**src/verilog/operand_fetch_pkg.sv**
```systemverilog
// Shared widths, counts, data types and operand selector codes for the
// operand fetch stage. Every design file refers to these by scoped name.
// Selector codes are plain vector constants decoded at the second cycle.

`default_nettype none

package operand_fetch_pkg;

	// Core geometry
	localparam int VECTOR_LANES = 4;
	localparam int THREADS_PER_CORE = 4;
	localparam int NUM_REGISTERS = 32;
	localparam int SCALAR_WIDTH = 32;

	// Register memory address is the thread index above the register index
	localparam int REG_ADDR_WIDTH = $clog2(THREADS_PER_CORE) + $clog2(NUM_REGISTERS);

	typedef logic [SCALAR_WIDTH-1:0] scalar_t;

	// Lane 0 sits in the low bits, lane 3 in the high bits
	typedef logic [VECTOR_LANES*SCALAR_WIDTH-1:0] vector_t;

	typedef logic [VECTOR_LANES-1:0] lane_mask_t;
	typedef logic [$clog2(THREADS_PER_CORE)-1:0] thread_idx_t;
	typedef logic [$clog2(NUM_REGISTERS)-1:0] register_idx_t;

	// Carried along with the instruction and never interpreted here
	typedef logic [3:0] subcycle_t;

	// Source of operand 1
	typedef logic [1:0] op1_src_t;
	localparam op1_src_t OP1_SRC_SCALAR1 = 2'd0;
	localparam op1_src_t OP1_SRC_VECTOR1 = 2'd1;
	localparam op1_src_t OP1_SRC_PC = 2'd2;

	// Source of operand 2
	typedef logic [1:0] op2_src_t;
	localparam op2_src_t OP2_SRC_SCALAR2 = 2'd0;
	localparam op2_src_t OP2_SRC_VECTOR2 = 2'd1;
	localparam op2_src_t OP2_SRC_PC = 2'd2;
	localparam op2_src_t OP2_SRC_IMMEDIATE = 2'd3;

	// Source of the lane mask
	typedef logic [1:0] mask_src_t;
	localparam mask_src_t MASK_SRC_SCALAR1 = 2'd0;
	localparam mask_src_t MASK_SRC_SCALAR2 = 2'd1;
	localparam mask_src_t MASK_SRC_ALL_ONES = 2'd2;

endpackage

`default_nettype wire
```
**src/verilog/scalar_register_file.sv**
```systemverilog
// Scalar registers of every hardware thread in one two-read memory.
// Reads are qualified by the issuing thread and by instruction valid, and
// their words come back one cycle after the issue.

`timescale 1ns/1ps
`default_nettype none

module scalar_register_file (
	input wire clk,
	input wire reset,

	// Issue side
	input logic instruction_valid,
	input operand_fetch_pkg::thread_idx_t thread_idx,
	input logic has_scalar1,
	input logic has_scalar2,
	input operand_fetch_pkg::register_idx_t scalar_sel1,
	input operand_fetch_pkg::register_idx_t scalar_sel2,

	// Writeback side
	input logic writeback_en,
	input logic writeback_is_vector,
	input operand_fetch_pkg::thread_idx_t writeback_thread_idx,
	input operand_fetch_pkg::register_idx_t writeback_reg,
	input operand_fetch_pkg::scalar_t writeback_value,

	// Read results, one cycle after the issue
	output operand_fetch_pkg::scalar_t scalar_val1,
	output operand_fetch_pkg::scalar_t scalar_val2
);

	logic [operand_fetch_pkg::REG_ADDR_WIDTH-1:0] read1_addr;
	logic [operand_fetch_pkg::REG_ADDR_WIDTH-1:0] read2_addr;
	logic [operand_fetch_pkg::REG_ADDR_WIDTH-1:0] write_addr;
	logic read1_en;
	logic read2_en;
	logic write_en;

	// Each thread owns its own block of registers
	assign read1_addr = {thread_idx, scalar_sel1};
	assign read2_addr = {thread_idx, scalar_sel2};
	assign write_addr = {writeback_thread_idx, writeback_reg};

	// Ports only fetch for a real instruction that names the register
	assign read1_en = instruction_valid && has_scalar1;
	assign read2_en = instruction_valid && has_scalar2;

	// Vector writebacks go to the vector file, and nothing is written in reset
	assign write_en = writeback_en && !writeback_is_vector && !reset;

	sram_2r1w #(
		.DATA_WIDTH(operand_fetch_pkg::SCALAR_WIDTH),
		.SIZE(operand_fetch_pkg::NUM_REGISTERS * operand_fetch_pkg::THREADS_PER_CORE)
	) scalar_regs_i (
		.clk(clk),
		.read1_en(read1_en),
		.read1_addr(read1_addr),
		.read1_data(scalar_val1),
		.read2_en(read2_en),
		.read2_addr(read2_addr),
		.read2_data(scalar_val2),
		.write_en(write_en),
		.write_addr(write_addr),
		.write_data(writeback_value)
	);

endmodule

`default_nettype wire

```
**src/verilog/sram_2r1w.sv**
```systemverilog
// Register memory with two registered read ports and one write port.
// Both register files build on it, the scalar file with one instance and
// the vector file with one instance per lane.

`timescale 1ns/1ps
`default_nettype none

module sram_2r1w #(
	parameter int DATA_WIDTH = 32,
	parameter int SIZE = 128
) (
	input wire clk,

	// Read port 1
	input logic read1_en,
	input logic [$clog2(SIZE)-1:0] read1_addr,
	output logic [DATA_WIDTH-1:0] read1_data,

	// Read port 2
	input logic read2_en,
	input logic [$clog2(SIZE)-1:0] read2_addr,
	output logic [DATA_WIDTH-1:0] read2_data,

	// Write port
	input logic write_en,
	input logic [$clog2(SIZE)-1:0] write_addr,
	input logic [DATA_WIDTH-1:0] write_data
);

	// The storage array itself, with no reset
	logic [DATA_WIDTH-1:0] data[SIZE];

	// A write lands at the edge, so reads from the next cycle see it
	always_ff @(posedge clk)
	begin
		if (write_en)
			data[write_addr] <= write_data;
	end

	// A disabled read port keeps its last word
	// Reading a word in the same cycle it is written gives an undefined result
	always_ff @(posedge clk)
	begin
		if (read1_en)
			read1_data <= data[read1_addr];

		if (read2_en)
			read2_data <= data[read2_addr];
	end

endmodule

`default_nettype wire

```
**config.mk**
```make
export PLATFORM = sky130hd
export DESIGN_NAME = scalar_register_file
export DESIGN_NICKNAME = d
export VERILOG_FILES = /design/src/verilog/operand_fetch_pkg.sv /design/src/verilog/scalar_register_file.sv /design/src/verilog/sram_2r1w.sv
export SDC_FILE = /design/constraint.sdc
export NUM_CORES = 2
export LEC_CHECK = 0
export ABC_AREA = 0
export BUFFER_PORTS_ARGS = -buffer_cell sky130_fd_sc_hd__buf_2
export CORE_AREA = 2 2 739 741
export CTS_CLUSTER_SIZE = 24
export DETAILED_ROUTE_END_ITERATION = 16
export DIE_AREA = 0 0 741 743
export GPL_TIMING_DRIVEN = 0
export PLACE_DENSITY = 0.49
export SLEW_MARGIN = 20
export SYNTH_ARGS = -nofsm -noshare
export SYNTH_HDL_FRONTEND = slang
export SYNTH_SLANG_ARGS = --single-unit
export TNS_END_PERCENT = 1
```
**constraint.sdc**
```tcl
create_clock -name clk -period 12 [get_ports clk]
set_clock_uncertainty 0.1 [all_clocks]
set_input_delay 1.2 -clock clk [delete_from_list [all_inputs] [get_ports clk]]
set_output_delay 1.2 -clock clk [all_outputs]
set_load 0.01 [all_outputs]
```
Word level (Yosys, flattened, before mapping)
Memories as Yosys holds them, arrays and structs flattened. A register that Yosys moved wholly into a read port is not among the register bits. Cells that the tools add are included.

Bits in registers: 0. Bits in latches: 0. Bits in writable memories: 4096. ROM bits: 0. Bits of input ports: 58. Memories kept: 1.

$add $sub $neg: 0. $mul: 0. Divide/modulo/power cells: 0. Order comparisons: 0. Equal/unequal tests: 0. Shift-type cells: 0. Mux-type cells: 2. Bitwise gates (word level): 0. Reductions and logical operators: 6.

Memories: scalar_regs_i.data (words 128, bits a word 32, rd ports 2, clocked after memory_dff 2, wr ports 1, line sram_2r1w.sv:31) `logic [DATA_WIDTH-1:0] data[SIZE];`.

Operators with widths (count): logical AND 1 bit (4); zero test 1 bit (2); two-way mux 1 bit (2).

Logic depth before layout (Yosys ltp)
Depth after elaboration: 5. Gate-level depth with buffers: 8. Mapped depth without buffers: 4.

Hierarchy
From an unflattened synthesis, not the netlist that was laid out.

Cells, all modules: 7704. Area total of the unflattened synthesis: 189431.7 um^2.

By module, submodules not included: sram_2r1w (instances 1, cells an instance 7701, area each 189406.7 um^2, seq. area each 124919.8 um^2); scalar_register_file (instances 1, cells an instance 3, area each 25.0 um^2, seq. area each 0.0 um^2).

Worst setup path before layout
No wires, ideal clock.

Kind: input to register. Start: input writeback_is_vector. End: memory scalar_regs_i.data[80][0] (enable). Library setup time: 0.502 ns. Arrival: 5.116 ns. Data required time: 11.398 ns. Setup slack: 6.283 ns. Cell stages on the path: 4. Path buffers: 0. Path through: nor3b_1 -> and2_1 -> nand2_1 -> nor4_1.

Longest elaborated chain between the ends: 5.

RTL lines: start, declared (line scalar_register_file.sv:22) `input logic writeback_is_vector,`; zero test 1 bit (line scalar_register_file.sv:49) `assign write_en = writeback_en && !writeback_is_vector && !reset;`; logical AND 1 bit (2 in series) (line scalar_register_file.sv:49); two-way mux 1 bit (line sram_2r1w.sv:36) `if (write_en)`; two-way mux 1 bit (not written as such) (line sram_2r1w.sv:37) `data[write_addr] <= write_data;`; end, declared (line sram_2r1w.sv:31).

Every way passes these cells.

==> impl_metrics.json <==
{
  "status": "complete, no violations",
  "dieArea_um2": 551000,
  "cts_tree": "yes",
  "synth_cell_types": 19,
  "reg2reg_depth": 4,
  "setup_viol": 0,
  "area_growth_pct": 17.7,
  "synth_area_per_cell_um2": 24.6,
  "tns_ns": 0,
  "nets": 8658,
  "drive_above_1_share_pct": 47.8,
  "rsz0062_at_grt": "false",
  "io_buffers": 109,
  "start_util_pct": 34.9,
  "overflow": 0,
  "dpl-instance-area_um2": 208000,
  "grt_util_all_layers_pct": 27.0,
  "path_clk_slew_ns": 0.06,
  "yosys_warnings": 0,
  "antenna_found_initial": 156,
  "htree_num_levels": 5,
  "num_rows": 271,
  "max_slew_margin_pct": 9.16,
  "rrSetupSlack_ns": 8.82,
  "cts-hold-fix-buffers": 0,
  "finalCritPeriodShare_pct": 49.8,
  "layout.cells.non_filler": 16500,
  "ant_nets": 0,
  "grt_start_max_net_pins": 93,
  "p_leak_nw": 67.4,
  "fp.dieH_um": 743,
  "fin_crit_ns": 5.98,
  "min_to": "scalar_regs_i.data[47][3]",
  "viasPerCell": 6.28,
  "hold_path_class": "primary input to flip-flop",
  "ys_seq_area_share_pct": 66.0,
  "hold_viol": 0,
  "ios": 122,
  "ir_drop_mv": 0.127,
  "maxCapViolations": 0,
  "die_w_um": 741,
  "syn_inst": 7700,
  "reg2reg_from": "scalar_regs_i.data[13][9]",
  "post_cts_buffers": 0,
  "power_density_nw_per_um2": 149,
  "first_global_vias": 104000,
  "core_region_area_um2": 543000,
  "root_buffer": "clkbuf_16",
  "hold_depth": 1,
  "insertion_delay_ns": 1.06,
  "dp.cells": 15400,
  "gp_congestion": 0.987,
  "grt_pass1_wl_um": 986000,
  "critPathKind": "primary input to flip-flop",
  "stdcell_area_um2": 223000,
  "r2r_end": "scalar_regs_i.read1_data[9]",
  "firstDrtPassIters": 6,
  "wl_per_cell_um": 45.8,
  "cts-resized-gates": 0,
  "drc": 0,
  "synthesis.area_um2": 189000,
  "report.final.slew_viol_count": 0,
  "cts.sinks": 4160,
  "ys_ff_latch": 4160,
  "timing.fmax_ghz": 0.167,
  "vias": 103000,
  "cp-end-kind": "flip-flop",
  "crit_required_ns": 12.66,
  "cts.path.max_buffers": 4,
  "synth_nets": 7758,
  "drt-initial-drc-count": 15400,
  "drt_wl_total_um": 753000,
  "hpwl_um": 551000,
  "cts_buffers": 455,
  "hp-start": "writeback_value[3]",
  "worstPathMaxFanout": 13,
  "worstPathArrival_ns": 6.64,
  "synthTopCellsByArea": "edfxtp_1 66%, mux4_2 32%, clkbuf_1 0.76%",
  "synth_top_area_share_pct": 66.0,
  "synth_top_area_cell": "edfxtp_1",
  "start_kind": "primary input",
  "tightest_slew_ns": 1.36
}
synth_stat cells, drive strengths merged:
library cell  number
mux4            2688
edfxtp          4160
nand2             10
mux2              64
nor2b              4
or3b               2
buf              234
nand4              2
and2               3
nand3b             4
or4b               2
nor2             129
nand3              8
nor4               2
clkbuf           384
nand4b             3
nor3b              1
kinds of logic after synthesis:
| kind of cell | count (synthesis) | share of synthesized area (%) |
|---|---|---|
| muxes | 2752 | 32.3 |
| and+or+nand+nor | 170 | 0.386 |
| buffers and inverters | 618 | 1.31 |
| DFF | 4160 | 66.0 |
power breakdown:
group | total [W] | internal (W) | leakage (nW) | switching (W)
sequential | 0.0160 | 0.0160 | 37.4 | 0.0000110
combinational | 0.00329 | 0.00115 | 23.0 | 0.00214
clock | 0.0138 | 0.00774 | 6.96 | 0.00607
per-stage QoR:
step	setup slack, ns	utilization, %	hold slack (ns)	total power (W)
2_1_floorplan	6.28	-	1.07	0.0178
3_3_place_gp	0.641	36.7	1.19	0.0195
3_5_place_dp	5.11	38.3	1.21	0.0196
4_1_cts	6.23	40.9	0.406	0.0332
5_1_grt	6.22	41.0	0.442	0.0338
6_report	6.02	41.1	0.469	0.0331
state kept, by name (all words and copies together), names as in the netlist:
signal / flops
scalar_regs_i.data: 4096
scalar_regs_i.read1_data: 32
scalar_regs_i.read2_data: 32
cells in the final DEF, fill, tap and decap left out, drive strengths merged, types with 10 or more instances in the layout:
| cell type | synthesis | routed |
|---|---|---|
| bufinv | 0 | 35 |
| clkinvlp | 0 | 18 |
| nand2 | 10 | 10 |
| mux4 | 2688 | 2688 |
| buf | 234 | 644 |
| inv | 0 | 12 |
| clkbuf | 384 | 963 |
| diode | 0 | 238 |
| nor2 | 129 | 129 |
| edfxtp | 4160 | 4160 |
| clkinv | 0 | 226 |
| mux2 | 64 | 64 |
layout make-up:
type / instances / area [um2]
antenna: 238 / 596
clock buffer: 546 / 11800
multi-input combinational: 2922 / 63000
sequential: 4160 / 125000
buffer: 618 / 2790
timing repair buffer: 443 / 8410
clock inverter: 291 / 2430
fill: 46900 / 320000
tap: 7234 / 9050
critical path: stages:
cell	delay, ns
clkbuf_1	0.37
buf_2	0.99
clkbuf_2	0.56
buf_12	0.24
clkbuf_1	0.80
mux4_2	0.44
mux4_2	0.66
mux4_2	0.73
mux2_2	0.46
worst max path at each step:
stage,start,endpoint,cells past startpoint
final,scalar_sel1[2],scalar_regs_i.read1_data[16],9
after global routing,scalar_sel1[2],scalar_regs_i.read1_data[16],9
after CTS,scalar_sel2[2],scalar_regs_i.read2_data[16],9
after detailed placement,scalar_sel2[2],scalar_regs_i.read2_data[16],9
after global placement,writeback_en,scalar_regs_i.data[72][16],5
after floorplan,writeback_is_vector,scalar_regs_i.data[80][0],4
layer usage:
metal	vias to the layer above	part of all wire (%)	track usage, %	routed length (um)
li1	37700	-	-	-
met1	58300	37	34.3	279000
met2	6134	47	41.6	351000
met3	1286	9.3	6.74	69800
met4	40	7.1	17.2	53100
met5	-	0.051	0.577	381
No activity file was read; power rests on OpenSTA's default activity.
