==> src/verilog/operand_fetch_pkg.sv <==
// Shared widths, counts, data types and operand selector codes for the
// operand fetch stage. Every design file refers to these by scoped name.
// Selector codes are plain vector constants decoded at the second cycle.

`default_nettype none

package operand_fetch_pkg;

	// Core geometry
	localparam int VECTOR_LANES = 4;
	localparam int THREADS_PER_CORE = 4;
	localparam int NUM_REGISTERS = 32;
	localparam int SCALAR_WIDTH = 32;

	// Register memory address is the thread index above the register index
	localparam int REG_ADDR_WIDTH = $clog2(THREADS_PER_CORE) + $clog2(NUM_REGISTERS);

	typedef logic [SCALAR_WIDTH-1:0] scalar_t;

	// Lane 0 sits in the low bits, lane 3 in the high bits
	typedef logic [VECTOR_LANES*SCALAR_WIDTH-1:0] vector_t;

	typedef logic [VECTOR_LANES-1:0] lane_mask_t;
	typedef logic [$clog2(THREADS_PER_CORE)-1:0] thread_idx_t;
	typedef logic [$clog2(NUM_REGISTERS)-1:0] register_idx_t;

	// Carried along with the instruction and never interpreted here
	typedef logic [3:0] subcycle_t;

	// Source of operand 1
	typedef logic [1:0] op1_src_t;
	localparam op1_src_t OP1_SRC_SCALAR1 = 2'd0;
	localparam op1_src_t OP1_SRC_VECTOR1 = 2'd1;
	localparam op1_src_t OP1_SRC_PC = 2'd2;

	// Source of operand 2
	typedef logic [1:0] op2_src_t;
	localparam op2_src_t OP2_SRC_SCALAR2 = 2'd0;
	localparam op2_src_t OP2_SRC_VECTOR2 = 2'd1;
	localparam op2_src_t OP2_SRC_PC = 2'd2;
	localparam op2_src_t OP2_SRC_IMMEDIATE = 2'd3;

	// Source of the lane mask
	typedef logic [1:0] mask_src_t;
	localparam mask_src_t MASK_SRC_SCALAR1 = 2'd0;
	localparam mask_src_t MASK_SRC_SCALAR2 = 2'd1;
	localparam mask_src_t MASK_SRC_ALL_ONES = 2'd2;

endpackage

`default_nettype wire
==> src/verilog/operand_select.sv <==
// Pipeline control and operand selection for the operand fetch stage.
// Cycle 1 holds the instruction while the register files read, and cycle 2
// picks the operands, lane mask and store value from the read results.
// A rollback of a thread removes its instructions from both cycles.

`timescale 1ns/1ps
`default_nettype none

module operand_select (
	input wire clk,
	input wire reset,

	// Issue fields from thread select
	input logic ts_instruction_valid,
	input operand_fetch_pkg::thread_idx_t ts_thread_idx,
	input operand_fetch_pkg::subcycle_t ts_subcycle,
	input operand_fetch_pkg::op1_src_t ts_op1_src,
	input operand_fetch_pkg::op2_src_t ts_op2_src,
	input operand_fetch_pkg::mask_src_t ts_mask_src,
	input logic ts_store_value_is_vector,
	input operand_fetch_pkg::scalar_t ts_pc,
	input operand_fetch_pkg::scalar_t ts_immediate_value,

	// Rollback strobe
	input logic wb_rollback_en,
	input operand_fetch_pkg::thread_idx_t wb_rollback_thread_idx,

	// Register file read results, valid during cycle 2
	input operand_fetch_pkg::scalar_t scalar_val1,
	input operand_fetch_pkg::scalar_t scalar_val2,
	input operand_fetch_pkg::vector_t vector_val1,
	input operand_fetch_pkg::vector_t vector_val2,

	// To the execute stage
	output logic of_instruction_valid,
	output operand_fetch_pkg::thread_idx_t of_thread_idx,
	output operand_fetch_pkg::subcycle_t of_subcycle,
	output operand_fetch_pkg::vector_t of_operand1,
	output operand_fetch_pkg::vector_t of_operand2,
	output operand_fetch_pkg::lane_mask_t of_mask_value,
	output operand_fetch_pkg::vector_t of_store_value,
	output operand_fetch_pkg::scalar_t of_immediate_value,
	output operand_fetch_pkg::scalar_t of_pc
);

	logic cyc1_instruction_valid;
	operand_fetch_pkg::thread_idx_t cyc1_thread_idx;
	operand_fetch_pkg::subcycle_t cyc1_subcycle;
	operand_fetch_pkg::op1_src_t cyc1_op1_src;
	operand_fetch_pkg::op2_src_t cyc1_op2_src;
	operand_fetch_pkg::mask_src_t cyc1_mask_src;
	logic cyc1_store_value_is_vector;
	operand_fetch_pkg::scalar_t cyc1_pc;
	operand_fetch_pkg::scalar_t cyc1_adjusted_pc;
	operand_fetch_pkg::scalar_t cyc1_immediate_value;

	// Cycle 1 valid, dropped when this thread rolls back at the same edge
	always_ff @(posedge clk, posedge reset)
	begin
		if (reset)
			cyc1_instruction_valid <= 1'b0;
		else
			cyc1_instruction_valid <= ts_instruction_valid
				&& !(wb_rollback_en && wb_rollback_thread_idx == ts_thread_idx);
	end

	// Fields move on every cycle, even for a squashed instruction
	always_ff @(posedge clk)
	begin
		cyc1_thread_idx <= ts_thread_idx;
		cyc1_subcycle <= ts_subcycle;
		cyc1_op1_src <= ts_op1_src;
		cyc1_op2_src <= ts_op2_src;
		cyc1_mask_src <= ts_mask_src;
		cyc1_store_value_is_vector <= ts_store_value_is_vector;
		cyc1_pc <= ts_pc;
		cyc1_immediate_value <= ts_immediate_value;

		// A PC operand reads as the address of the next instruction
		cyc1_adjusted_pc <= ts_pc + 32'd4;
	end

	// Cycle 2 valid, with a second rollback check against the cycle 1 thread
	always_ff @(posedge clk, posedge reset)
	begin
		if (reset)
			of_instruction_valid <= 1'b0;
		else
			of_instruction_valid <= cyc1_instruction_valid
				&& !(wb_rollback_en && wb_rollback_thread_idx == cyc1_thread_idx);
	end

	// Operand choice, scalars are copied into every lane
	always_ff @(posedge clk)
	begin
		of_thread_idx <= cyc1_thread_idx;
		of_subcycle <= cyc1_subcycle;
		of_pc <= cyc1_pc;
		of_immediate_value <= cyc1_immediate_value;

		case (cyc1_op1_src)
			operand_fetch_pkg::OP1_SRC_VECTOR1:
				of_operand1 <= vector_val1;
			operand_fetch_pkg::OP1_SRC_PC:
				of_operand1 <= {operand_fetch_pkg::VECTOR_LANES{cyc1_adjusted_pc}};
			operand_fetch_pkg::OP1_SRC_SCALAR1:
				of_operand1 <= {operand_fetch_pkg::VECTOR_LANES{scalar_val1}};
			default:
				of_operand1 <= {operand_fetch_pkg::VECTOR_LANES{scalar_val1}};
		endcase

		case (cyc1_op2_src)
			operand_fetch_pkg::OP2_SRC_SCALAR2:
				of_operand2 <= {operand_fetch_pkg::VECTOR_LANES{scalar_val2}};
			operand_fetch_pkg::OP2_SRC_PC:
				of_operand2 <= {operand_fetch_pkg::VECTOR_LANES{cyc1_adjusted_pc}};
			operand_fetch_pkg::OP2_SRC_VECTOR2:
				of_operand2 <= vector_val2;
			operand_fetch_pkg::OP2_SRC_IMMEDIATE:
				of_operand2 <= {operand_fetch_pkg::VECTOR_LANES{cyc1_immediate_value}};
			default:
				of_operand2 <= {operand_fetch_pkg::VECTOR_LANES{cyc1_immediate_value}};
		endcase

		// A scalar register used as a mask supplies one bit per lane
		case (cyc1_mask_src)
			operand_fetch_pkg::MASK_SRC_SCALAR1:
				of_mask_value <= scalar_val1[operand_fetch_pkg::VECTOR_LANES-1:0];
			operand_fetch_pkg::MASK_SRC_SCALAR2:
				of_mask_value <= scalar_val2[operand_fetch_pkg::VECTOR_LANES-1:0];
			operand_fetch_pkg::MASK_SRC_ALL_ONES:
				of_mask_value <= {operand_fetch_pkg::VECTOR_LANES{1'b1}};
			default:
				of_mask_value <= {operand_fetch_pkg::VECTOR_LANES{1'b1}};
		endcase

		// Scalar stores put their value in lane 0 and clear the rest
		if (cyc1_store_value_is_vector)
			of_store_value <= vector_val2;
		else
			of_store_value <= {{(operand_fetch_pkg::VECTOR_LANES - 1)
				* operand_fetch_pkg::SCALAR_WIDTH{1'b0}}, scalar_val2};
	end

endmodule

`default_nettype wire

==> config.mk <==
export PLATFORM = sky130hd
export DESIGN_NAME = operand_select
export DESIGN_NICKNAME = d
export VERILOG_FILES = /design/src/verilog/operand_fetch_pkg.sv /design/src/verilog/operand_select.sv
export SDC_FILE = /design/constraint.sdc
export NUM_CORES = 1
export LEC_CHECK = 0
export BUFFER_PORTS_ARGS = -buffer_cell sky130_fd_sc_hd__buf_4
export CAP_MARGIN = 0
export CORE_AREA = 2 2 334 336
export CTS_BUF_LIST = sky130_fd_sc_hd__clkbuf_8
export DETAILED_ROUTE_END_ITERATION = 10
export DIE_AREA = 0 0 336 338
export GPL_ROUTABILITY_DRIVEN = 0
export GPL_TIMING_DRIVEN = 0
export PLACE_DENSITY = 0.43
export SLEW_MARGIN = 20
export SYNTH_ARGS = -nofsm -noshare
export SYNTH_HDL_FRONTEND = slang
export SYNTH_SLANG_ARGS = --single-unit
==> constraint.sdc <==
create_clock -name clk -period 1.6 [get_ports clk]
set_input_delay 0.32 -clock clk [delete_from_list [all_inputs] [get_ports clk]]
set_output_delay 0.32 -clock clk [all_outputs]
set_load 0.005 [all_outputs]
* Yosys cells after proc, flatten, opt, wreduce, memory -nomap -nowiden
Index checks and enable logic that the tools add are counted.
** Storage, ports and cells
- Register bits after elaboration :: 569
- Input bits :: 403
- Output and inout bits :: 459
- Logic and storage cells :: 41
** Operators by class
- Add/sub/neg operators :: 1
- Equality and inequality tests :: 8
- Mux-type cells :: 4
- Reduce and logical (&&, ||, !) cells :: 8
** Operator list (number)
- $pmux 128 s4 :: 1
- $pmux 128 s2 :: 1
- $add 32x3->32 const B :: 1
- $mux 32 :: 1
- $pmux 4 s2 :: 1
- $eq 2x1->1 const B :: 3
- $eq 2x2->1 const B :: 3
- $eq 2x2->1 :: 2
- $logic_and 1x1->1 :: 4
- $logic_not 2->1 :: 2
- $logic_not 1->1 :: 2

* Logic depth before layout (Yosys ltp)
Gate-level depths: netlist of run 1.
- Depth in word-level cells :: 4
- Depth in mapped cells :: 6
- Gate-level depth less buffers :: 5

* Worst setup path before layout of run 1
OpenSTA, ideal clock, no wires.
- Path type :: register to register
- Start point :: reg cyc1_op1_src[0]
- End point :: reg of_operand1[119]
- Library setup time :: 0.129 ns
- Arrival :: 1.346 ns
- Required time :: 1.471 ns
- Slack :: 0.125 ns
- Cell stages (with the launch flop) :: 7
- Path buffers :: 2
- Period minus slack after synthesis :: 1.475 ns
- Path through :: dfxtp_1 > inv_1 > ha_1 > clkbuf_1 > clkbuf_1 > nor2b_1 > a21oi_1
** On the way
- Cells in the longest elaborated chain, start to end :: 2
- Elaborated cells on any way between the ends :: 3
- Those cells by class :: eq/ne: 2; mux: 1
** Ends and longest elaborated chain
- start, declared :: RTL line operand_select.sv:49 : operand_fetch_pkg::op1_src_t cyc1_op1_src;
- start signal, assigned :: RTL line operand_select.sv:72 : cyc1_op1_src <= ts_op1_src;
- $eq 2x2->1 / $eq 2x1->1 (equally long branches) :: RTL line operand_select.sv:101 : case (cyc1_op1_src)
- $pmux 128 s2 (*) :: RTL line operand_select.sv:101
- end signal, assigned :: RTL line operand_select.sv:103 : of_operand1 <= vector_val1;
- end signal, assigned :: RTL line operand_select.sv:105 : of_operand1 <= {operand_fetch_pkg::VECTOR_LANES{cyc1_adjusted_pc}};
- end signal, assigned :: RTL line operand_select.sv:107 : of_operand1 <= {operand_fetch_pkg::VECTOR_LANES{scalar_val1}};
- end, declared :: RTL line operand_select.sv:38 : output operand_fetch_pkg::vector_t of_operand1,
Mark *: on every way between the ends. The rest lies on a longest branch, timed or not.
A chain may end at the register's enable or synchronous reset.

* Worst setup path in the final report of run 1
- Start point :: reg cyc1_op1_src[0]
- End point :: reg of_operand1[42]
Same word-level chain as after synthesis.

==> impl_results.md, run 1 <==
* Cells after Synth at 1554
* Reg-to-Reg Start: cyc1_op1_src[0]
* Final Hold Vio Count at 0
* Slew Limit Fails at 0
* Reg-to-Reg End: of_operand1[42]
* Worst Tran Pin Value at 0.861 ns
* Async set-reset flop share out of synthesis at 0.00353
* # Max-Cap Violations at 0
* Max_slew headroom at 0.426
* TritonCTS clock tree: yes
* RSZ-0062 raised after global routing: true
* Final worst path period share at 0.986
* DR vias at 17559
* Largest stage delay, worst path at 0.40 ns
* Dpl hpwl at 90300 um
* Row Count at 122
* Final net count at 3375
* Grt ovf at 0
* Crit path capture type: register
* Clock skew at 0.0357 ns
* Final wirelength at 113000 um
* FF-to-FF setup slack at 0.02 ns
* CTS clk-pin slew, worst paths at 0.06 ns
* Synthesized area at 16800 um2
* R2R depth at 5
* DRT iter0 DRCs at 754
* Clock buffer depth at 3
* Die height at 338 um
* Fillers at 11556
* Final min period at 1.58 ns
* Core Util, Final at 0.305
* Core Area at 110000 um2
* Synthesized Nets at 1960
* Seq/Total Area, Yosys at 0.678
* Buffers on Ports at 861
* Critical Path End: of_operand1[42]
* Crit start category: register
* FF+latch count, synth at 567
* Avg Vias per Cell at 3.86
* Antenna violations before repair at 24
* Layout cells sized above 1 at 0.458
* DRC viols at 0
* Origin of the worst setup path: cyc1_op1_src[0]
* Pin count of the biggest net entering global routing at 17
* Cell Chain, Critical Path: inv_1, ha_4, clkbuf_8, nor2b_2, a21oi_1
* GRT Total Usage at 0.189
* Clock root buffer master: clkbuf_8
* Critical Path AT at 2.18 ns
* Chip width at 336 um
* Antenna Violating Nets Remaining at 0
* Hold/Removal Path Class: input pin to register
* Avg WL per Cell at 24.7 um
* CP max-delay cell: ha_4
* Synth cell types at 30
* Number of synthesized flops with an enable pin at 0
* Peak supply drop at 0.705 mV
* Vias in the first global route at 18403
* CTS Sinks at 567
* Top FF cell, synth: dfxtp_1
* Leak at 14.5 nW
* Peak Freq at 634 MHz
* Area growth, synth to finish at 100%
* Crit path kind: register to register
* DR pass1 iterations at 5
* Power, Total at 37.6 mW
* CTS Buf Count at 105
* Status: completed
* IO Count at 862
* Syn_area_per_cell at 10.8 um2
* Die Area at 114000 um2
* Clock insertion delay at the later pin of the skew report at 0.76 ns
* Setup violators final at 0
* # H-tree levels at 3
* Crit Path Max Fanout at 10
* Initial Util at 0.152
* Yosys Warn Count at 0
* Pwr per Cell Area at 1120 nW/um2
* Required time of the critical path at 2.20 ns
* First-pass GRT wire length at 147000 um
per-layer routing:
metal | vias to the layer above | routed length [um] | GRT usage | part of all wire
met4 | 6 | 3540 | 0.0575 | 0.031
li1 | 8127 | - | - | -
met1 | 8448 | 44500 | 0.216 | 0.40
met5 | - | 37 | 0 | 0.00033
met3 | 177 | 7710 | 0.0514 | 0.068
met2 | 801 | 56800 | 0.342 | 0.50
cells in the final DEF (no fill, tap or decap), drive strengths merged:
| master | n |
|---|---|
| nor2b | 68 |
| nand2b | 32 |
| and2 | 97 |
| a31oi | 2 |
| inv | 49 |
| clkinv | 10 |
| clkbuf | 186 |
| ha | 3 |
| nand4 | 12 |
| xor2 | 6 |
| nand4b | 1 |
| nor2 | 7 |
| a21oi | 288 |
| o21ai | 128 |
| dfxtp | 565 |
| nor3 | 3 |
| mux2 | 32 |
| xnor2 | 26 |
| dlygate4sd3 | 415 |
| and3 | 5 |
| nand3 | 13 |
| a211o | 4 |
| clkinvlp | 3 |
| nor4 | 3 |
| bufinv | 4 |
| o211ai | 32 |
| diode | 10 |
| nand2 | 135 |
| buf | 921 |
| dfrtp | 2 |
Yosys cell counts, drive strengths merged, types with 4 or more instances:
library cell	n	share of area
nand4	12	0.0045
nand2b	32	0.012
a211o	4	0.0021
nand3	13	0.0042
and2	97	0.036
buf	15	0.0039
xnor2	26	0.014
o21ai	128	0.038
inv	9	0.0020
clkbuf	66	0.015
o211ai	32	0.014
mux2	32	0.021
xor2	6	0.0031
and3	5	0.0019
nand2	135	0.030
a21oi	288	0.086
dfxtp	565	0.67
nor2b	68	0.025
nor2	7	0.0017
stage by stage:
stage / setup TNS (ns) / setup slack [ns] / cell area, um2 / std cells / hold WS, ns
finish: 0 / 0.0217 / 33500 / 4550 / 0.148
global route: -0.695 / -0.0828 / 33500 / 4543 / 0.0911
CTS: -2.44 / -0.0910 / 33200 / 4538 / 0.0139
detailed placement: -224.37 / -1.21 / 25100 / 3905 / 0.188
global placement: -245.83 / -1.31 / 25100 / 3903 / 0.183
floorplan: 0 / 0.125 / 16800 / 1554 / 0.0612
state kept, by name (all words and copies together), names as in the netlist, 30 cells and up:
name / count
cyc1_adjusted_pc: 32
of_operand1: 128
cyc1_immediate_value: 32
of_pc: 32
of_immediate_value: 32
of_store_value: 128
of_operand2: 128
cyc1_pc: 30
how the worst min path moves through the flow:
| stage | from | to | slack [ns] | cells past startpoint |
|---|---|---|---|---|
| final | ts_pc[2] | cyc1_adjusted_pc[15] | 0.15 | 5 |
| after global routing | ts_pc[3] | cyc1_adjusted_pc[6] | 0.09 | 4 |
| after global placement | reset | cyc1_instruction_valid | 0.18 | 2 |
| after floorplan | reset | cyc1_instruction_valid | 0.06 | 1 |
| after detailed placement | reset | cyc1_instruction_valid | 0.19 | 2 |
| after CTS | ts_pc[2] | cyc1_adjusted_pc[13] | 0.01 | 4 |
cell families (layout without fill, tap and decap cells):
logic type	after synthesis	in the layout	synth area share
AOI/OAI and AO/OA	454	454	0.141
xor gates and xnor gates	32	32	0.0167
adders and majority gates	3	3	0.00224
buffers and inverters	90	1588	0.0207
DFF	567	567	0.678
muxes	32	32	0.0215
other	0	10	0
and+or+nand+nor	376	376	0.120
report_power, final:
| group | internal [mW] | total (mW) | switching, mW |
|---|---|---|---|
| logic | 3.68 | 6.66 | 2.98 |
| clock network | 8.17 | 14.9 | 6.72 |
| registers | 15.4 | 16.0 | 0.597 |
| total | 27.3 | 37.6 | 10.3 |
critical path, delay by kind of cell (launching register included):
family	cells	cell delay, ns
and+or+nand+nor	1	0.26
AOI/OAI and AO/OA	1	0.11
adders and majority gates	1	0.40
buffers and inverters	2	0.33
DFF	1	0.33
timing repair:
item / 4_1_cts / 5_1_grt
pin swaps: 28 / 2
hold endpoints to repair: 499 / 0
hold buffers: 415 / 0
setup buffers: 29 / 2
cloned: 0 / 0
setup endpoints to repair: 570 / 202
resized for setup: 512 / 132
area by class of cell:
| class | instances | area (um2) | area share |
|---|---|---|---|
| Antenna cell | 10 | 25.0 | 0.000746 |
| Tap cell | 1488 | 1860 | 0.0555 |
| Timing Repair Buffer | 1309 | 11700 | 0.349 |
| Multi-Input combinational cell | 897 | 5470 | 0.163 |
| Inverter | 9 | 33.8 | 0.00101 |
| Sequential cell | 567 | 11600 | 0.345 |
| Clock inverter | 57 | 410 | 0.0122 |
| Clock buffer | 133 | 1830 | 0.0546 |
| Buffer | 80 | 626 | 0.0187 |
Note: power is estimated with default switching activity, not from simulation.
==> run 2, diff against run 1 <==
CORE_AREA = 2 2 332 334   (was 2 2 334 336)
CTS_BUF_LIST = sky130_fd_sc_hd__clkbuf_16   (was sky130_fd_sc_hd__clkbuf_8)
DIE_AREA = 0 0 334 336   (was 0 0 336 338)
==> impl_results.md, run 2 (same netlist as run 1, synthesis figures left out) <==
* Leak at 14.0 nW
* Avg WL per Cell at 25.1 um
* Reg-to-Reg Start: cyc1_store_value_is_vector
* Pin count of the biggest net entering global routing at 13
* Crit start category: register
* IO Count at 862
* FF/Latch Area at 11400 um2
* CP max-delay cell: clkbuf_2
* Clock root buffer master: clkbuf_16
* Clock skew at 0.0230 ns
* Most frequent cells in the layout: buf_4 (905), dfxtp_1 (563), dlygate4sd3_1 (384)
* Power, Total at 37.4 mW
* Final worst path period share at 0.976
* Hold EP: of_operand1[84]
* DR pass1 iterations at 7
* Status: completed
* Clock insertion delay at the later pin of the skew report at 0.63 ns
* # H-tree levels at 3
* Largest stage delay, worst path at 0.51 ns
* Post-DP Area at 25000 um2
* Core Area at 108000 um2
* Dpl hpwl at 88700 um
* Initial Util at 0.155
* CTS Sinks at 567
* CTS Buf Count at 70
* Placed Cells at 3829
* Commonest non-fill, non-tap cell in the layout: buf_4
* Final min period at 1.56 ns
* Required time of the critical path at 2.14 ns
* FF-to-FF setup slack at 0.04 ns
* Area of the multi-input gates at 5480 um2
* DRT iter0 DRCs at 804
* Crit path kind: register to register
* Switching share of power at 0.266
* Design Area, Final at 32000 um2
* Slew Limit Fails at 0
* Sequential Power Share at 0.424
* Logic gate share of total power at 0.167
* Peak supply drop at 0.761 mV
* Int Pwr at 27.4 mW
* Avg Vias per Cell at 3.89
* Fillers at 11467
* Reg-to-Reg End: of_store_value[70]
* Clock buffer depth at 3
* Hold depth at 3
* Antenna violations before repair at 28
* Row Count at 121
* Crit path capture type: register
* P_sw at 9.93 mW
* CTS clk-pin slew, worst paths at 0.06 ns
* Clk pwr share at 0.409
* First-pass GRT wire length at 145000 um
* Worst hold start: vector_val1[84]
* GRT Total Usage at 0.189
* RSZ-0062 raised after global routing: true
* Area growth, synth to finish at 90.8%
* Buffers on Ports at 861
* Grt ovf at 0
* Die height at 336 um
* Hold/Removal Path Class: input pin to register
* Fin cells at 4377
* Critical Path AT at 2.10 ns
* DRC viols at 0
* Crit Path Max Fanout at 10
* Antenna Violating Nets Remaining at 0
* Die Area at 112000 um2
* Layout cells sized above 1 at 0.396
* Final wirelength at 110000 um
* TritonCTS clock tree: yes
* Worst Tran Pin Value at 0.808 ns
* Vias in the first global route at 17788
* Setup violators final at 0
* Final net count at 3305
* Chip width at 334 um
* Cell Chain, Critical Path: clkbuf_1, clkbuf_2, and2_1
* Max_slew headroom at 0.461
* # Max-Cap Violations at 0
* DR vias at 17034
* Final Hold Vio Count at 0
* Peak Freq at 641 MHz
* Biggest regs: of_operand1 (128), of_operand2 (128), of_store_value (128)
* Pwr per Cell Area at 1170 nW/um2
* R2R depth at 3
-- run 2: power by group through the flow --
stage	Clock (mW)	Sequential, mW	Combinational, mW
after floorplan	0	16.1	1.20
after global placement	0	16.1	5.19
after detailed placement	0	16.1	5.17
after CTS	15.7	15.9	6.28
after global routing	16.3	16.0	6.66
final	15.3	15.9	6.25
-- run 2: worst max-delay path: cells and delay by family, from the launching register on --
kind,cells,cell delay [ns]
flip-flops,1,0.34
buffers and inverters,2,0.82
AND/OR/NAND/NOR,1,0.30
-- run 2: through the flow --
step	setup TNS, ns	setup slack [ns]	util	hold WS, ns
6_report	0	0.0389	0.295	0.0528
5_1_grt	-0.293	-0.0384	0.295	0.0112
4_1_cts	-0.137	-0.0450	0.293	0.00103
3_5_place_dp	-223.09	-1.41	0.231	0.188
3_3_place_gp	-234.32	-1.40	0.231	0.185
2_1_floorplan	0	0.125	-	0.0612
-- run 2: worst max-delay path by stage --
stage	startpoint	end	slack (ns)
floorplan	cyc1_op1_src[0]	of_operand1[119]	0.12
global placement	cyc1_op2_src[0]	of_operand2[107]	-1.40
global route	cyc1_op1_src[0]	of_operand1[43]	-0.04
CTS	cyc1_op2_src[0]	of_operand2[107]	-0.05
finish	cyc1_store_value_is_vector	of_store_value[70]	0.04
detailed placement	cyc1_op2_src[0]	of_operand2[107]	-1.41
-- run 2: layout make-up --
| cell class | count | area share |
|---|---|---|
| buffer | 79 | 0.0194 |
| clock inverter | 52 | 0.0122 |
| antenna | 14 | 0.00110 |
| timing repair buffer | 1275 | 0.329 |
| inverter | 9 | 0.00106 |
| tap | 1414 | 0.0553 |
| multi-input combinational | 897 | 0.171 |
| clock buffer | 70 | 0.0548 |
| sequential | 567 | 0.355 |
-- run 2: routing by layer --
| metal | track usage | up-vias | share of wire |
|---|---|---|---|
| met2 | 0.346 | 717 | 0.51 |
| met5 | 0 | - | 0.00042 |
| met3 | 0.0501 | 150 | 0.069 |
| met4 | 0.0509 | 8 | 0.029 |
| met1 | 0.214 | 8188 | 0.39 |
| li1 | - | 7971 | - |
-- run 2: repair_timing --
action | CTS | global route
resized for setup | 198 | 77
hold buffers | 384 | 0
buffers inserted | 30 | 0
hold endpoints to repair | 446 | 0
pin swaps | 28 | 0
setup endpoints to repair | 336 | 184
cloned | 0 | 0
==> run 3, diff against run 2 <==
CORE_AREA = 2 2 336 338   (was 2 2 332 334)
DIE_AREA = 0 0 338 340   (was 0 0 334 336)
PLACE_DENSITY = 0.42   (was 0.43)
==> impl_results.md, run 3 (same netlist as run 1, synthesis figures left out) <==
* Status: completed
* R2R depth at 5
* Area of the multi-input gates at 5440 um2
* Final wirelength at 112000 um
* First-pass GRT wire length at 146000 um
* Core Area at 112000 um2
* Peak supply drop at 0.661 mV
* Chip width at 338 um
* Fillers at 11808
* Final worst path period share at 1.00
* DR vias at 17122
* Commonest non-fill, non-tap cell in the layout: buf_4
* Final Hold Vio Count at 0
* Clock buffer depth at 3
* Row Count at 123
* Required time of the critical path at 2.10 ns
* DRC viols at 0
* Clock insertion delay at the later pin of the skew report at 0.64 ns
* Vias in the first global route at 17744
* Crit Path Max Fanout at 10
* GRT Total Usage at 0.187
* Die Area at 115000 um2
* CTS Buf Count at 71
* Crit path kind: register to register
* CTS clk-pin slew, worst paths at 0.06 ns
* Worst Tran Pin Value at 0.973 ns
* Hold/Removal Path Class: input pin to register
* Reg-to-Reg End: of_operand1[78]
* Fin Setup TNS at 0 ns
* Avg WL per Cell at 25.1 um
* Biggest regs: of_operand1 (128), of_operand2 (128), of_store_value (128)
* FF/Latch Area at 11400 um2
* # Max-Cap Violations at 0
* Antenna violations before repair at 27
* Antenna Violating Nets Remaining at 0
* DRT iter0 DRCs at 670
* DR pass1 iterations at 5
* # H-tree levels at 3
* Setup violators final at 0
* Crit path capture type: register
* Worst hold start: scalar_val1[3]
* Layout cells sized above 1 at 0.402
* Crit start category: register
* Design Area, Final at 32300 um2
* CTS Sinks at 567
* Buffers on Ports at 861
* Final min period at 1.60 ns
* Clock root buffer master: clkbuf_16
* Pwr per Cell Area at 1200 nW/um2
* Initial Util at 0.150
* Most frequent cells in the layout: buf_4 (903), dfxtp_1 (563), dlygate4sd3_1 (379)
* TritonCTS clock tree: yes
* Dpl hpwl at 89400 um
* Die height at 340 um
* Final net count at 3304
* Peak Freq at 625 MHz
* Avg Vias per Cell at 3.84
* Clock skew at 0.0273 ns
* Origin of the worst setup path: cyc1_op1_src[0]
* Area growth, synth to finish at 92.4%
* FF-to-FF setup slack at 0.0006 ns
* Pin count of the biggest net entering global routing at 14
* Grt ovf at 0
* Core Util, Final at 0.289
* RSZ-0062 raised after global routing: true
* Max_slew headroom at 0.348
* Hold depth at 3
* Reg-to-Reg Start: cyc1_op1_src[0]
* Leak at 14.0 nW
* Critical Path AT at 2.10 ns
* Hold EP: of_operand1[35]
* Slew Limit Fails at 0
* IO Count at 862
* Post-DP Area at 25100 um2
## run 3: cell count changes in the layout (fill, tap and decap cells not counted), moves of 3 or more
cell / previous run / this run
diode_2: 14 / 7
dlygate4sd3_1: 384 / 379
nor2b_4: 16 / 11
bufinv_16: 5 / 9
clkbuf_8: 3 / 7
inv_1: 21 / 17
nor2b_2: 19 / 23
o21ai_0: 123 / 119
clkbuf_2: 19 / 22
o21ai_1: 4 / 7
## run 3: stage by stage
step	setup WS, ns	cells	power (mW)	hold slack [ns]
floorplan	0.125	1554	17.3	0.0612
global placement	-1.43	3915	21.3	0.183
detailed placement	-1.41	3916	21.3	0.185
CTS	-0.112	4450	39.2	0.000333
global route	-0.0658	4456	40.2	0.00905
finish	0.000621	4460	38.7	0.0230
## run 3: repair_timing
item / in CTS / in global routing
setup endpoints to repair: 358 / 170
hold endpoints to repair: 461 / 0
pin swaps: 24 / 5
buffers inserted: 29 / 3
gates resized for setup: 208 / 64
hold buffers: 379 / 0
## run 3: where the power goes
group	switching (mW)	internal [mW]	total, mW
clock network	6.88	9.73	16.6
logic	2.93	3.31	6.24
registers	0.502	15.3	15.9
## run 3: per-layer routing
metal	routed length (um)	track usage
met5	53	0
met4	2380	0.0470
met3	7690	0.0484
met2	58100	0.347
met1	43700	0.211
## run 3: how the worst max path moves through the flow
stage | end | slack (ns)
2_1_floorplan | of_operand1[119] | 0.12
5_1_grt | of_operand1[81] | -0.07
3_3_place_gp | of_operand2[106] | -1.43
6_report | of_operand1[78] | 0.0006
3_5_place_dp | of_operand2[107] | -1.41
4_1_cts | of_store_value[108] | -0.11
## run 3: worst max-delay path, cell delays in order, from the launching register on
cell and delay (ns):
dfxtp_1 0.33, inv_1 0.07, ha_4 0.19, clkbuf_2 0.32
a21oi_2 0.43, a21oi_1 0.11
## run 3: final cells by class
| class | instances | share of cell area |
|---|---|---|
| Buffer | 79 | 0.0197 |
| Timing Repair Buffer | 1273 | 0.326 |
| Clock inverter | 56 | 0.0175 |
| Sequential cell | 567 | 0.352 |
| Clock buffer | 72 | 0.0559 |
| Multi-Input combinational cell | 897 | 0.169 |
| Antenna cell | 7 | 0.000543 |
| Inverter | 9 | 0.00105 |
| Tap cell | 1500 | 0.0582 |
